[config.mk]
export PLATFORM = sky130hd
export DESIGN_NAME = xm23_core
export DESIGN_NICKNAME = d
export VERILOG_FILES = /design/src/xm23_bus_pkg.sv /design/src/xm23_dev_pkg.sv /design/src/xm23_ifs.sv /design/src/bus_router.sv /design/src/dev_regs.sv /design/src/reg_file.sv /design/src/xm23_core.sv
export VERILOG_INCLUDE_DIRS = /design/src /design/src/include
export SDC_FILE = /design/constraint.sdc
export NUM_CORES = 1
export LEC_CHECK = 0
export CELL_PAD_IN_SITES_DETAIL_PLACEMENT = 0
export CELL_PAD_IN_SITES_GLOBAL_PLACEMENT = 1
export CORE_MARGIN = 3
export CORE_UTILIZATION = 25
export CTS_CLUSTER_SIZE = 25
export DETAILED_ROUTE_END_ITERATION = 10
export DONT_BUFFER_PORTS = 1
export HOLD_SLACK_MARGIN = 0.03
export PLACE_DENSITY_LB_ADDON = 0.1
export SETUP_SLACK_MARGIN = 0.2
export SYNTH_ARGS = -nofsm -noshare
export SYNTH_HDL_FRONTEND = slang
export SYNTH_HIERARCHICAL = 1
export SYNTH_SLANG_ARGS = --single-unit
[constraint.sdc]
create_clock -name clock_i -period 6.75 [get_ports clock_i]
set_input_delay 0.675 -clock clock_i [delete_from_list [all_inputs] [get_ports clock_i]]
set_output_delay 0.675 -clock clock_i [all_outputs]
set_load 0.05 [all_outputs]
[src/include/xm23_params.svh]
`ifndef XM23_PARAMS_SVH
`define XM23_PARAMS_SVH

// Reset values of the two pointer registers
`define XM23_INIT_PC 16'h1000 // R7
`define XM23_INIT_SP 16'h0800 // R6

// Device space covers byte addresses 0 to XM23_DEV_SIZE-1
`define XM23_DEV_SIZE 16

// Bit positions shared by every device CSR byte
`define XM23_CSR_ENA 0 // Device enable
`define XM23_CSR_DBA 2 // Data buffer available
`define XM23_CSR_OF  3 // Overflow, event lost while DBA still set

`endif

[src/xm23_bus_pkg.sv]
package xm23_bus_pkg;

	// Where the word on the data bus comes from
	typedef enum logic [1:0] {
		SRC_MDR,
		SRC_REG,
		SRC_EXT // Result from the external ALU
	} xfer_src_e;

	// Where the selected word is written
	typedef enum logic [1:0] {
		DST_NONE,
		DST_MAR,
		DST_MDR,
		DST_REG
	} xfer_dst_e;

	// Memory access issued through MAR and MDR
	typedef enum logic [1:0] {
		MEM_IDLE,
		MEM_READ,
		MEM_WRITE
	} mem_op_e;

endpackage

[src/xm23_dev_pkg.sv]
package xm23_dev_pkg;

	// Byte offsets of the devices in device space
	typedef enum logic [3:0] {
		TMR_CSR  = 4'd0,
		TMR_DATA = 4'd1, // Timer period in cycles
		TL_CSR   = 4'd6,
		TL_DATA  = 4'd7, // Low nibble drives the lamps
		PB_CSR   = 4'd8,
		PB_DATA  = 4'd9  // Bit 0 holds the synchronised button
	} dev_reg_e;

endpackage

[src/xm23_ifs.sv]
`timescale 1ns/1ns

// Register file access from the bus router
interface reg_port_if;
	logic [3:0]  src_num;
	logic [15:0] src_data; // Combinational read of src_num
	logic        wr_en;
	logic        wr_byte;  // Only the low byte is written
	logic [3:0]  wr_num;
	logic [15:0] wr_data;

	modport router (
		output src_num,
		output wr_en,
		output wr_byte,
		output wr_num,
		output wr_data,
		input  src_data
	);

	modport regs (
		input  src_num,
		input  wr_en,
		input  wr_byte,
		input  wr_num,
		input  wr_data,
		output src_data
	);
endinterface

// Device memory access from the bus router
interface dev_port_if;
	logic [3:0]  addr;
	logic        rd_en;
	logic        wr_en;
	logic        wr_byte; // Byte size for reads as well as writes
	logic [15:0] wr_data;
	logic [15:0] rd_data;

	modport router (
		output addr,
		output rd_en,
		output wr_en,
		output wr_byte,
		output wr_data,
		input  rd_data
	);

	modport dev (
		input  addr,
		input  rd_en,
		input  wr_en,
		input  wr_byte,
		input  wr_data,
		output rd_data
	);
endinterface

[src/bus_router.sv]
`timescale 1ns/1ns
`include "xm23_params.svh"

module bus_router (
	input  logic                    clock_i,
	input  logic                    arst_n_i,
	reg_port_if.router              regs,
	dev_port_if.router              dev,
	input  xm23_bus_pkg::xfer_src_e src_sel_i,
	input  xm23_bus_pkg::xfer_dst_e dst_sel_i,
	input  xm23_bus_pkg::mem_op_e   mem_op_i,
	input  logic                    byte_i,
	input  logic [3:0]              src_rnum_i,
	input  logic [3:0]              dst_rnum_i,
	input  logic [15:0]             ext_data_i
);

	import xm23_bus_pkg::*;

	logic [15:0] mar;
	logic [15:0] mdr;
	logic [15:0] src_word; // Data bus
	logic        in_dev;   // MAR points into device space

	always_comb begin
		case (src_sel_i)
			SRC_MDR: src_word = mdr;
			SRC_REG: src_word = regs.src_data;
			SRC_EXT: src_word = ext_data_i;
			default: src_word = '0;
		endcase
	end

	// Register file write port
	assign regs.src_num = src_rnum_i;
	assign regs.wr_en   = (dst_sel_i == DST_REG);
	assign regs.wr_byte = (dst_sel_i == DST_REG) && byte_i;
	assign regs.wr_num  = dst_rnum_i;
	assign regs.wr_data = src_word;

	assign in_dev = (mar < 16'(`XM23_DEV_SIZE));

	// Device strobes only inside device space
	assign dev.addr    = mar[3:0];
	assign dev.rd_en   = (mem_op_i == MEM_READ) && in_dev;
	assign dev.wr_en   = (mem_op_i == MEM_WRITE) && in_dev;
	assign dev.wr_byte = byte_i;
	assign dev.wr_data = mdr;

	always_ff @(posedge clock_i or negedge arst_n_i) begin
		if (!arst_n_i) begin
			mar <= '0;
		end else if (dst_sel_i == DST_MAR) begin
			mar <= src_word;
		end
	end

	always_ff @(posedge clock_i or negedge arst_n_i) begin
		if (!arst_n_i) begin
			mdr <= '0;
		end else if (dst_sel_i == DST_MDR) begin
			mdr <= src_word;
		end else if (mem_op_i == MEM_READ) begin
			mdr <= in_dev ? dev.rd_data : 16'h0000; // Unmapped reads as zero
		end
	end

	// Controller keeps memory cycles and bus transfers apart
	a_mem_alone: assert property (
		@(posedge clock_i) disable iff (!arst_n_i)
		(mem_op_i != MEM_IDLE) |-> (dst_sel_i == DST_NONE)
	);

endmodule

[src/dev_regs.sv]
`timescale 1ns/1ns
`include "xm23_params.svh"

module dev_regs (
	input  logic        clock_i,
	input  logic        arst_n_i,
	dev_port_if.dev     dev,
	input  logic        push_button_i,
	output logic [3:0]  traffic_lights_o
);

	import xm23_dev_pkg::*;

	logic [7:0] dev_mem [`XM23_DEV_SIZE];
	logic [7:0] mem_d   [`XM23_DEV_SIZE]; // Next contents
	logic [3:0] addr_nx;                  // Second byte of a word access
	logic [7:0] tmr_cnt;
	logic [7:0] tmr_inc;
	logic       tmr_run;
	logic       tmr_fire;
	logic [1:0] pb_sync;
	logic       pb_rise;

	assign addr_nx = dev.addr + 4'd1;

	// Big-endian word view, byte reads are zero extended
	assign dev.rd_data = dev.wr_byte ? {8'h00, dev_mem[dev.addr]}
	                                 : {dev_mem[dev.addr], dev_mem[addr_nx]};

	// Timer
	assign tmr_inc  = tmr_cnt + 8'd1;
	assign tmr_run  = dev_mem[TMR_CSR][`XM23_CSR_ENA] && (dev_mem[TMR_DATA] != 8'h00);
	assign tmr_fire = tmr_run && (tmr_inc >= dev_mem[TMR_DATA]);

	always_ff @(posedge clock_i or negedge arst_n_i) begin
		if (!arst_n_i) begin
			tmr_cnt <= '0;
		end else if (!tmr_run || tmr_fire) begin
			tmr_cnt <= '0; // Restart the period
		end else begin
			tmr_cnt <= tmr_inc;
		end
	end

	// Pedestrian button, two stage synchroniser
	always_ff @(posedge clock_i or negedge arst_n_i) begin
		if (!arst_n_i) begin
			pb_sync <= '0;
		end else begin
			pb_sync <= {pb_sync[0], push_button_i};
		end
	end

	// PB_DATA bit 0 holds the previous synchronised value
	assign pb_rise = pb_sync[1] && !dev_mem[PB_DATA][0];

	always_comb begin
		mem_d = dev_mem;

		if (dev.wr_en) begin
			if (dev.wr_byte) begin
				mem_d[dev.addr] = dev.wr_data[7:0];
			end else begin
				mem_d[dev.addr] = dev.wr_data[15:8];
				mem_d[addr_nx]  = dev.wr_data[7:0];
			end
		end

		// Status bits clear once the old value has been read out
		if (dev.rd_en && (dev.addr == TMR_CSR || dev.addr == PB_CSR)) begin
			mem_d[dev.addr][`XM23_CSR_DBA] = 1'b0;
			mem_d[dev.addr][`XM23_CSR_OF]  = 1'b0;
		end

		// Device events win over a same cycle clear
		if (tmr_fire) begin
			mem_d[TMR_CSR][`XM23_CSR_OF] = mem_d[TMR_CSR][`XM23_CSR_OF]
			                               | mem_d[TMR_CSR][`XM23_CSR_DBA];
			mem_d[TMR_CSR][`XM23_CSR_DBA] = 1'b1;
		end

		mem_d[PB_DATA][0] = pb_sync[1];
		if (pb_rise) begin
			mem_d[PB_CSR][`XM23_CSR_OF] = mem_d[PB_CSR][`XM23_CSR_OF]
			                              | mem_d[PB_CSR][`XM23_CSR_DBA];
			mem_d[PB_CSR][`XM23_CSR_DBA] = 1'b1;
		end
	end

	always_ff @(posedge clock_i or negedge arst_n_i) begin
		if (!arst_n_i) begin
			for (int i = 0; i < `XM23_DEV_SIZE; i++) begin
				dev_mem[i] <= '0;
			end
		end else begin
			dev_mem <= mem_d;
		end
	end

	// Lamps dark unless the controller is enabled
	assign traffic_lights_o = dev_mem[TL_CSR][`XM23_CSR_ENA] ? dev_mem[TL_DATA][3:0] : 4'h0;

	// A read and a write to device space never share a cycle
	a_no_rd_wr: assert property (
		@(posedge clock_i) disable iff (!arst_n_i)
		!(dev.rd_en && dev.wr_en)
	);

endmodule

[src/reg_file.sv]
`timescale 1ns/1ns
`include "xm23_params.svh"

module reg_file (
	input  logic          clock_i,
	input  logic          arst_n_i,
	reg_port_if.regs      regs,
	input  logic [3:0]    view_rnum_i,
	output logic [15:0]   view_data_o
);

	logic [15:0] gpr [8]; // R0 to R7

	// Constant generator behind R8 to R15
	function automatic logic [15:0] const_word(input logic [2:0] idx);
		logic [15:0] val;
		case (idx)
			3'd0:    val = 16'h0000;
			3'd1:    val = 16'h0001;
			3'd2:    val = 16'h0002;
			3'd3:    val = 16'h0004;
			3'd4:    val = 16'h0008;
			3'd5:    val = 16'h0010;
			3'd6:    val = 16'h0020;
			default: val = 16'hffff;
		endcase
		return val;
	endfunction

	always_ff @(posedge clock_i or negedge arst_n_i) begin
		if (!arst_n_i) begin
			for (int i = 0; i < 6; i++) begin
				gpr[i] <= '0;
			end
			gpr[6] <= `XM23_INIT_SP;
			gpr[7] <= `XM23_INIT_PC;
		end else if (regs.wr_en && !regs.wr_num[3]) begin // Constants are read only
			if (regs.wr_byte) begin
				gpr[regs.wr_num[2:0]][7:0] <= regs.wr_data[7:0];
			end else begin
				gpr[regs.wr_num[2:0]] <= regs.wr_data;
			end
		end
	end

	// Source read for the router
	assign regs.src_data = regs.src_num[3] ? const_word(regs.src_num[2:0])
	                                       : gpr[regs.src_num[2:0]];

	// Debug view
	assign view_data_o = view_rnum_i[3] ? const_word(view_rnum_i[2:0])
	                                    : gpr[view_rnum_i[2:0]];

	// Router never asks for a byte write that is not also a write
	a_byte_needs_wr: assert property (
		@(posedge clock_i) disable iff (!arst_n_i)
		regs.wr_byte |-> regs.wr_en
	);

endmodule

[src/xm23_core.sv]
`timescale 1ns/1ns

module xm23_core (
	input  logic                    clock_i,
	input  logic                    arst_n_i,
	input  xm23_bus_pkg::xfer_src_e src_sel_i,
	input  xm23_bus_pkg::xfer_dst_e dst_sel_i,
	input  xm23_bus_pkg::mem_op_e   mem_op_i,
	input  logic                    byte_i,
	input  logic [3:0]              src_rnum_i,
	input  logic [3:0]              dst_rnum_i,
	input  logic [15:0]             ext_data_i,
	input  logic                    push_button_i,
	input  logic [3:0]              view_rnum_i,
	output logic [15:0]             view_data_o,
	output logic [3:0]              traffic_lights_o
);

	reg_port_if regs_bus ();
	dev_port_if dev_bus ();

	reg_file u_reg_file (
		.clock_i     (clock_i),
		.arst_n_i    (arst_n_i),
		.regs        (regs_bus.regs),
		.view_rnum_i (view_rnum_i),
		.view_data_o (view_data_o)
	);

	dev_regs u_dev_regs (
		.clock_i          (clock_i),
		.arst_n_i         (arst_n_i),
		.dev              (dev_bus.dev),
		.push_button_i    (push_button_i),
		.traffic_lights_o (traffic_lights_o)
	);

	// Stands in for the CPU data path between the two storage blocks
	bus_router u_bus_router (
		.clock_i    (clock_i),
		.arst_n_i   (arst_n_i),
		.regs       (regs_bus.router),
		.dev        (dev_bus.router),
		.src_sel_i  (src_sel_i),
		.dst_sel_i  (dst_sel_i),
		.mem_op_i   (mem_op_i),
		.byte_i     (byte_i),
		.src_rnum_i (src_rnum_i),
		.dst_rnum_i (dst_rnum_i),
		.ext_data_i (ext_data_i)
	);

endmodule

==> run_results.csv <==
group,metric,value,unit
status,outcome,"complete, but fails checks",
status,failed_checks,"hold timing, slew limit",
grt,grt.overflow.total,0,
sta,rsz0062_at_grt,"no",
synth,syn_nets,1880,
drt,route.detailed.drc,0,
synth,async_reset_ff_share,100,%
grt,grt_max_degree,299,
clock_network,post-cts-setup-buffers,0,
sta,whs,-198,ps
critical_path,crit_required,7210,ps
critical_path,r2r_slack,2430,ps
clock_network,clock_sinks,298,
critical_path,cp.depth,7,
critical_path,cp_slowest_cell,"o31ai_4",
floorplanning,die_h,287,um
floorplanning,core_area,0.0778,sq mm
sta,fin_setup_tns,0,ps
hold_path,hold_path.class,"input pin to asynchronous set/reset pin",
power,p_clk_share,39.9,%
grt,grt_pass1_vias,15725,
power,netSwitchingFraction,32.4,%
synth,syn_area_per_cell,10.8,sq um
cells_and_area,fillers,8114,
flow_run,drv_cap,0,
critical_path,path_class,"register to register",
sta,report.final.slew_viol_count,34,
critical_path,startpoint,"u_bus_router/mar[1]",
cells_and_area,nets,1786,
sta,fin_crit_sh,64.0,%
cells_and_area,syn2layout_area_growth,11.1,%
floorplanning,ios,58,
critical_path,path_cells,"buf_4 > ha_1 > nand2_1 > o31ai_4 > a211oi_1 > a22oi_1 > nand2_1",
drt,wl,84600,um
critical_path,arrival,4780,ps
grt,antenna_found_initial,3,
grt,grt_util_all_layers,20.2,%
cells_and_area,drive_gt1_share,24.9,%
power,leakage,0.00907,uW
clock_network,cts_made_buffers,41,
placed_design,hpwl,56700,um
drt,antenna_left,0,
power,max-vdd-ir-drop,153,uV
sta,tightest_slew,1520,ps
power,combPwrFrac,22.4,%
cells_and_area,num_antenna_cells,0,
placed_design,place_congestion,0.815,
critical_path,start_kind,"register",
clock_network,h-tree-depth,2,
sta,relSlewSlack,-1.57,%
floorplanning,rows,102,
clock_network,ctsLongestPathBuffers,3,
synth,synth_cell_types,94,
grt,grt_pass1_wl,122000,um
placed_design,portBuffers,0,
critical_path,crit_path_end,"u_dev_regs/dev_mem[110]",
synth,ys_seq_elements,298,
floorplanning,die-area,0.0823,sq mm
synth,syn_inst,1827,
synth,synth_ff_type,"dfrtp_1",
synth,syn_area,0.0197,sq mm
synth,synth_edf_count,0,
critical_path,cp_top_family,"compound AO/OA/AOI/OAI gates",
critical_path,critical_path.max_stage_delay,990,ps
critical_path,cp_common_cell,"nand2_1",
drt,routedWlPerCell,30.2,um
drt,vias_per_cell,5.66,
power,finalPower,6040,uW
sta,min_period,4320,ps
sta,fmax,0.231,GHz
clock_network,cts_tree,"built",
critical_path,r2r.worst_path.cells,7,
drt,via_count,15881,
clock_network,cts_root_buf,"clkbuf_16",
floorplanning,die_w,287,um
critical_path,r2r-start,"u_bus_router/mar[1]",
critical_path,crit_fanout,31,
clock_network,path_clk_slew,60,ps
sta,setup_violations,0,
sta,hold_viol,86,
power,powerDensity,276,mW/mm^2
power,p_sw,1960,uW
critical_path,r2r-end,"u_dev_regs/dev_mem[110]",
sta,finClkSkew,22.7,ps
cells_and_area,mostFrequentLayoutCell,"dfrtp_1",
critical_path,worst-path-buf-inv,1,
floorplanning,start_util,25.3,%
synth,yosysWarnings,6,
power,pwr-share-seq,37.7,%
critical_path,endpoint_kind,"register",
synth,yosysSeqAreaShare,37.8,%
drt,first_iter_violations,1424,
power,p_int,4090,uW
cells_and_area,final_cell_mix,"dfrtp_1 (294), mux2_2 (154), nand2_1 (119), nor2_1 (97), mux4_2 (97)",
drt,drt_first_pass_iters,6,
clock_network,clk_latency,580,ps
-- kinds of logic after synthesis --
logic type,synth area share (%)
and+or+nand+nor,13.7
adders and majority gates,0.951
AOI/OAI and AO/OA,18.1
buffers and inverters,5.40
muxes,23.6
DFF,37.8
xor gates and xnor gates,0.488
-- through the flow --
step           setup slack (ps)  util [%]  instances  instance area [sq um]
3_3_place_gp               2540      26.3       2730                  20400
5_1_grt                    2270      28.2       2805                  21900
4_1_cts                    2490      28.2       2805                  21900
2_1_floorplan              3190         -       1827                  19700
3_5_place_dp               2500      26.3       2730                  20400
6_report                   2430      28.2       2805                  21900
-- state kept, by name, indices dropped and copies added, names as in the netlist --
register,flops
u_bus_router/dev.wr_data,16
u_dev_regs/tmr_cnt,8
u_dev_regs/pb_sync,2
u_reg_file/gpr,128
u_dev_regs/dev_mem,128
u_bus_router/mar,16
-- power by group through the flow --
stage / combinational, uW / sequential (uW) / clock, uW
floorplan: 1040 / 2150 / 0
global placement: 1350 / 2300 / 0
detailed placement: 1350 / 2310 / 0
CTS: 1350 / 2280 / 2480
global route: 1430 / 2310 / 2560
finish: 1350 / 2280 / 2410
-- cells in the mapped netlist (11+ instances only) --
| cell | count | area share (%) |
|---|---|---|
| dfrtp_1 | 296 | 38 |
| mux2_2 | 154 | 8.8 |
| nand2_1 | 119 | 2.3 |
| mux4_2 | 97 | 11 |
| nor2_1 | 97 | 1.8 |
| mux2i_1 | 72 | 3.7 |
| o21ai_0 | 69 | 1.8 |
| clkbuf_1 | 66 | 1.3 |
| buf_2 | 53 | 1.3 |
| a221o_1 | 51 | 2.6 |
| inv_1 | 45 | 0.86 |
| a21oi_1 | 43 | 1.1 |
| nor2b_1 | 43 | 1.4 |
| a22oi_1 | 37 | 1.4 |
| buf_4 | 35 | 1.3 |
| nand2b_1 | 35 | 1.1 |
| a31oi_1 | 34 | 1.1 |
| nand3_1 | 30 | 0.76 |
| and2_1 | 29 | 0.92 |
| nor3_1 | 28 | 0.71 |
| nand3b_1 | 23 | 0.88 |
| a22o_1 | 21 | 0.93 |
| o221a_2 | 21 | 1.2 |
| o21a_1 | 18 | 0.68 |
| o22ai_1 | 18 | 0.57 |
| a221oi_1 | 17 | 0.75 |
| o221ai_1 | 16 | 0.71 |
| and3_1 | 15 | 0.48 |
| ha_1 | 15 | 0.95 |
| nand4_1 | 15 | 0.48 |
| a211oi_1 | 13 | 0.49 |
| buf_1 | 12 | 0.23 |
| o211ai_1 | 11 | 0.42 |
| o2bb2ai_1 | 11 | 0.49 |
-- final cells by class --
cell class	count	area (sq um)	area share (%)
Clock buffer	61	1260	5.76
Clock inverter	14	225	1.03
Inverter	47	176	0.805
Multi-Input combinational cell	1310	11200	51.2
Sequential cell	298	7460	34.0
Tap cell	1040	1300	5.93
Timing Repair Buffer	35	263	1.20
-- metal layers --
layer  share of wire [%]  GRT usage (%)
met1                  47           29.0
met2                  46           32.1
met3                 4.5           2.55
met4                 2.5           5.24
met5               0.037              0
-- worst min path at each step --
stage                             end  cells past startpoint
3_3_place_gp    u_dev_regs/pb_sync[1]                      0
3_5_place_dp    u_dev_regs/pb_sync[1]                      0
4_1_cts        u_dev_regs/dev_mem[34]                      0
6_report       u_dev_regs/dev_mem[99]                      0
2_1_floorplan   u_dev_regs/pb_sync[1]                      0
5_1_grt        u_dev_regs/dev_mem[43]                      0
-- repair_timing --
action	in CTS	in global routing
gates resized for setup	0	0
endpoints found under the hold margin	296	296
endpoints found under the setup margin	0	0
Note: power is estimated with default switching activity, not from simulation.
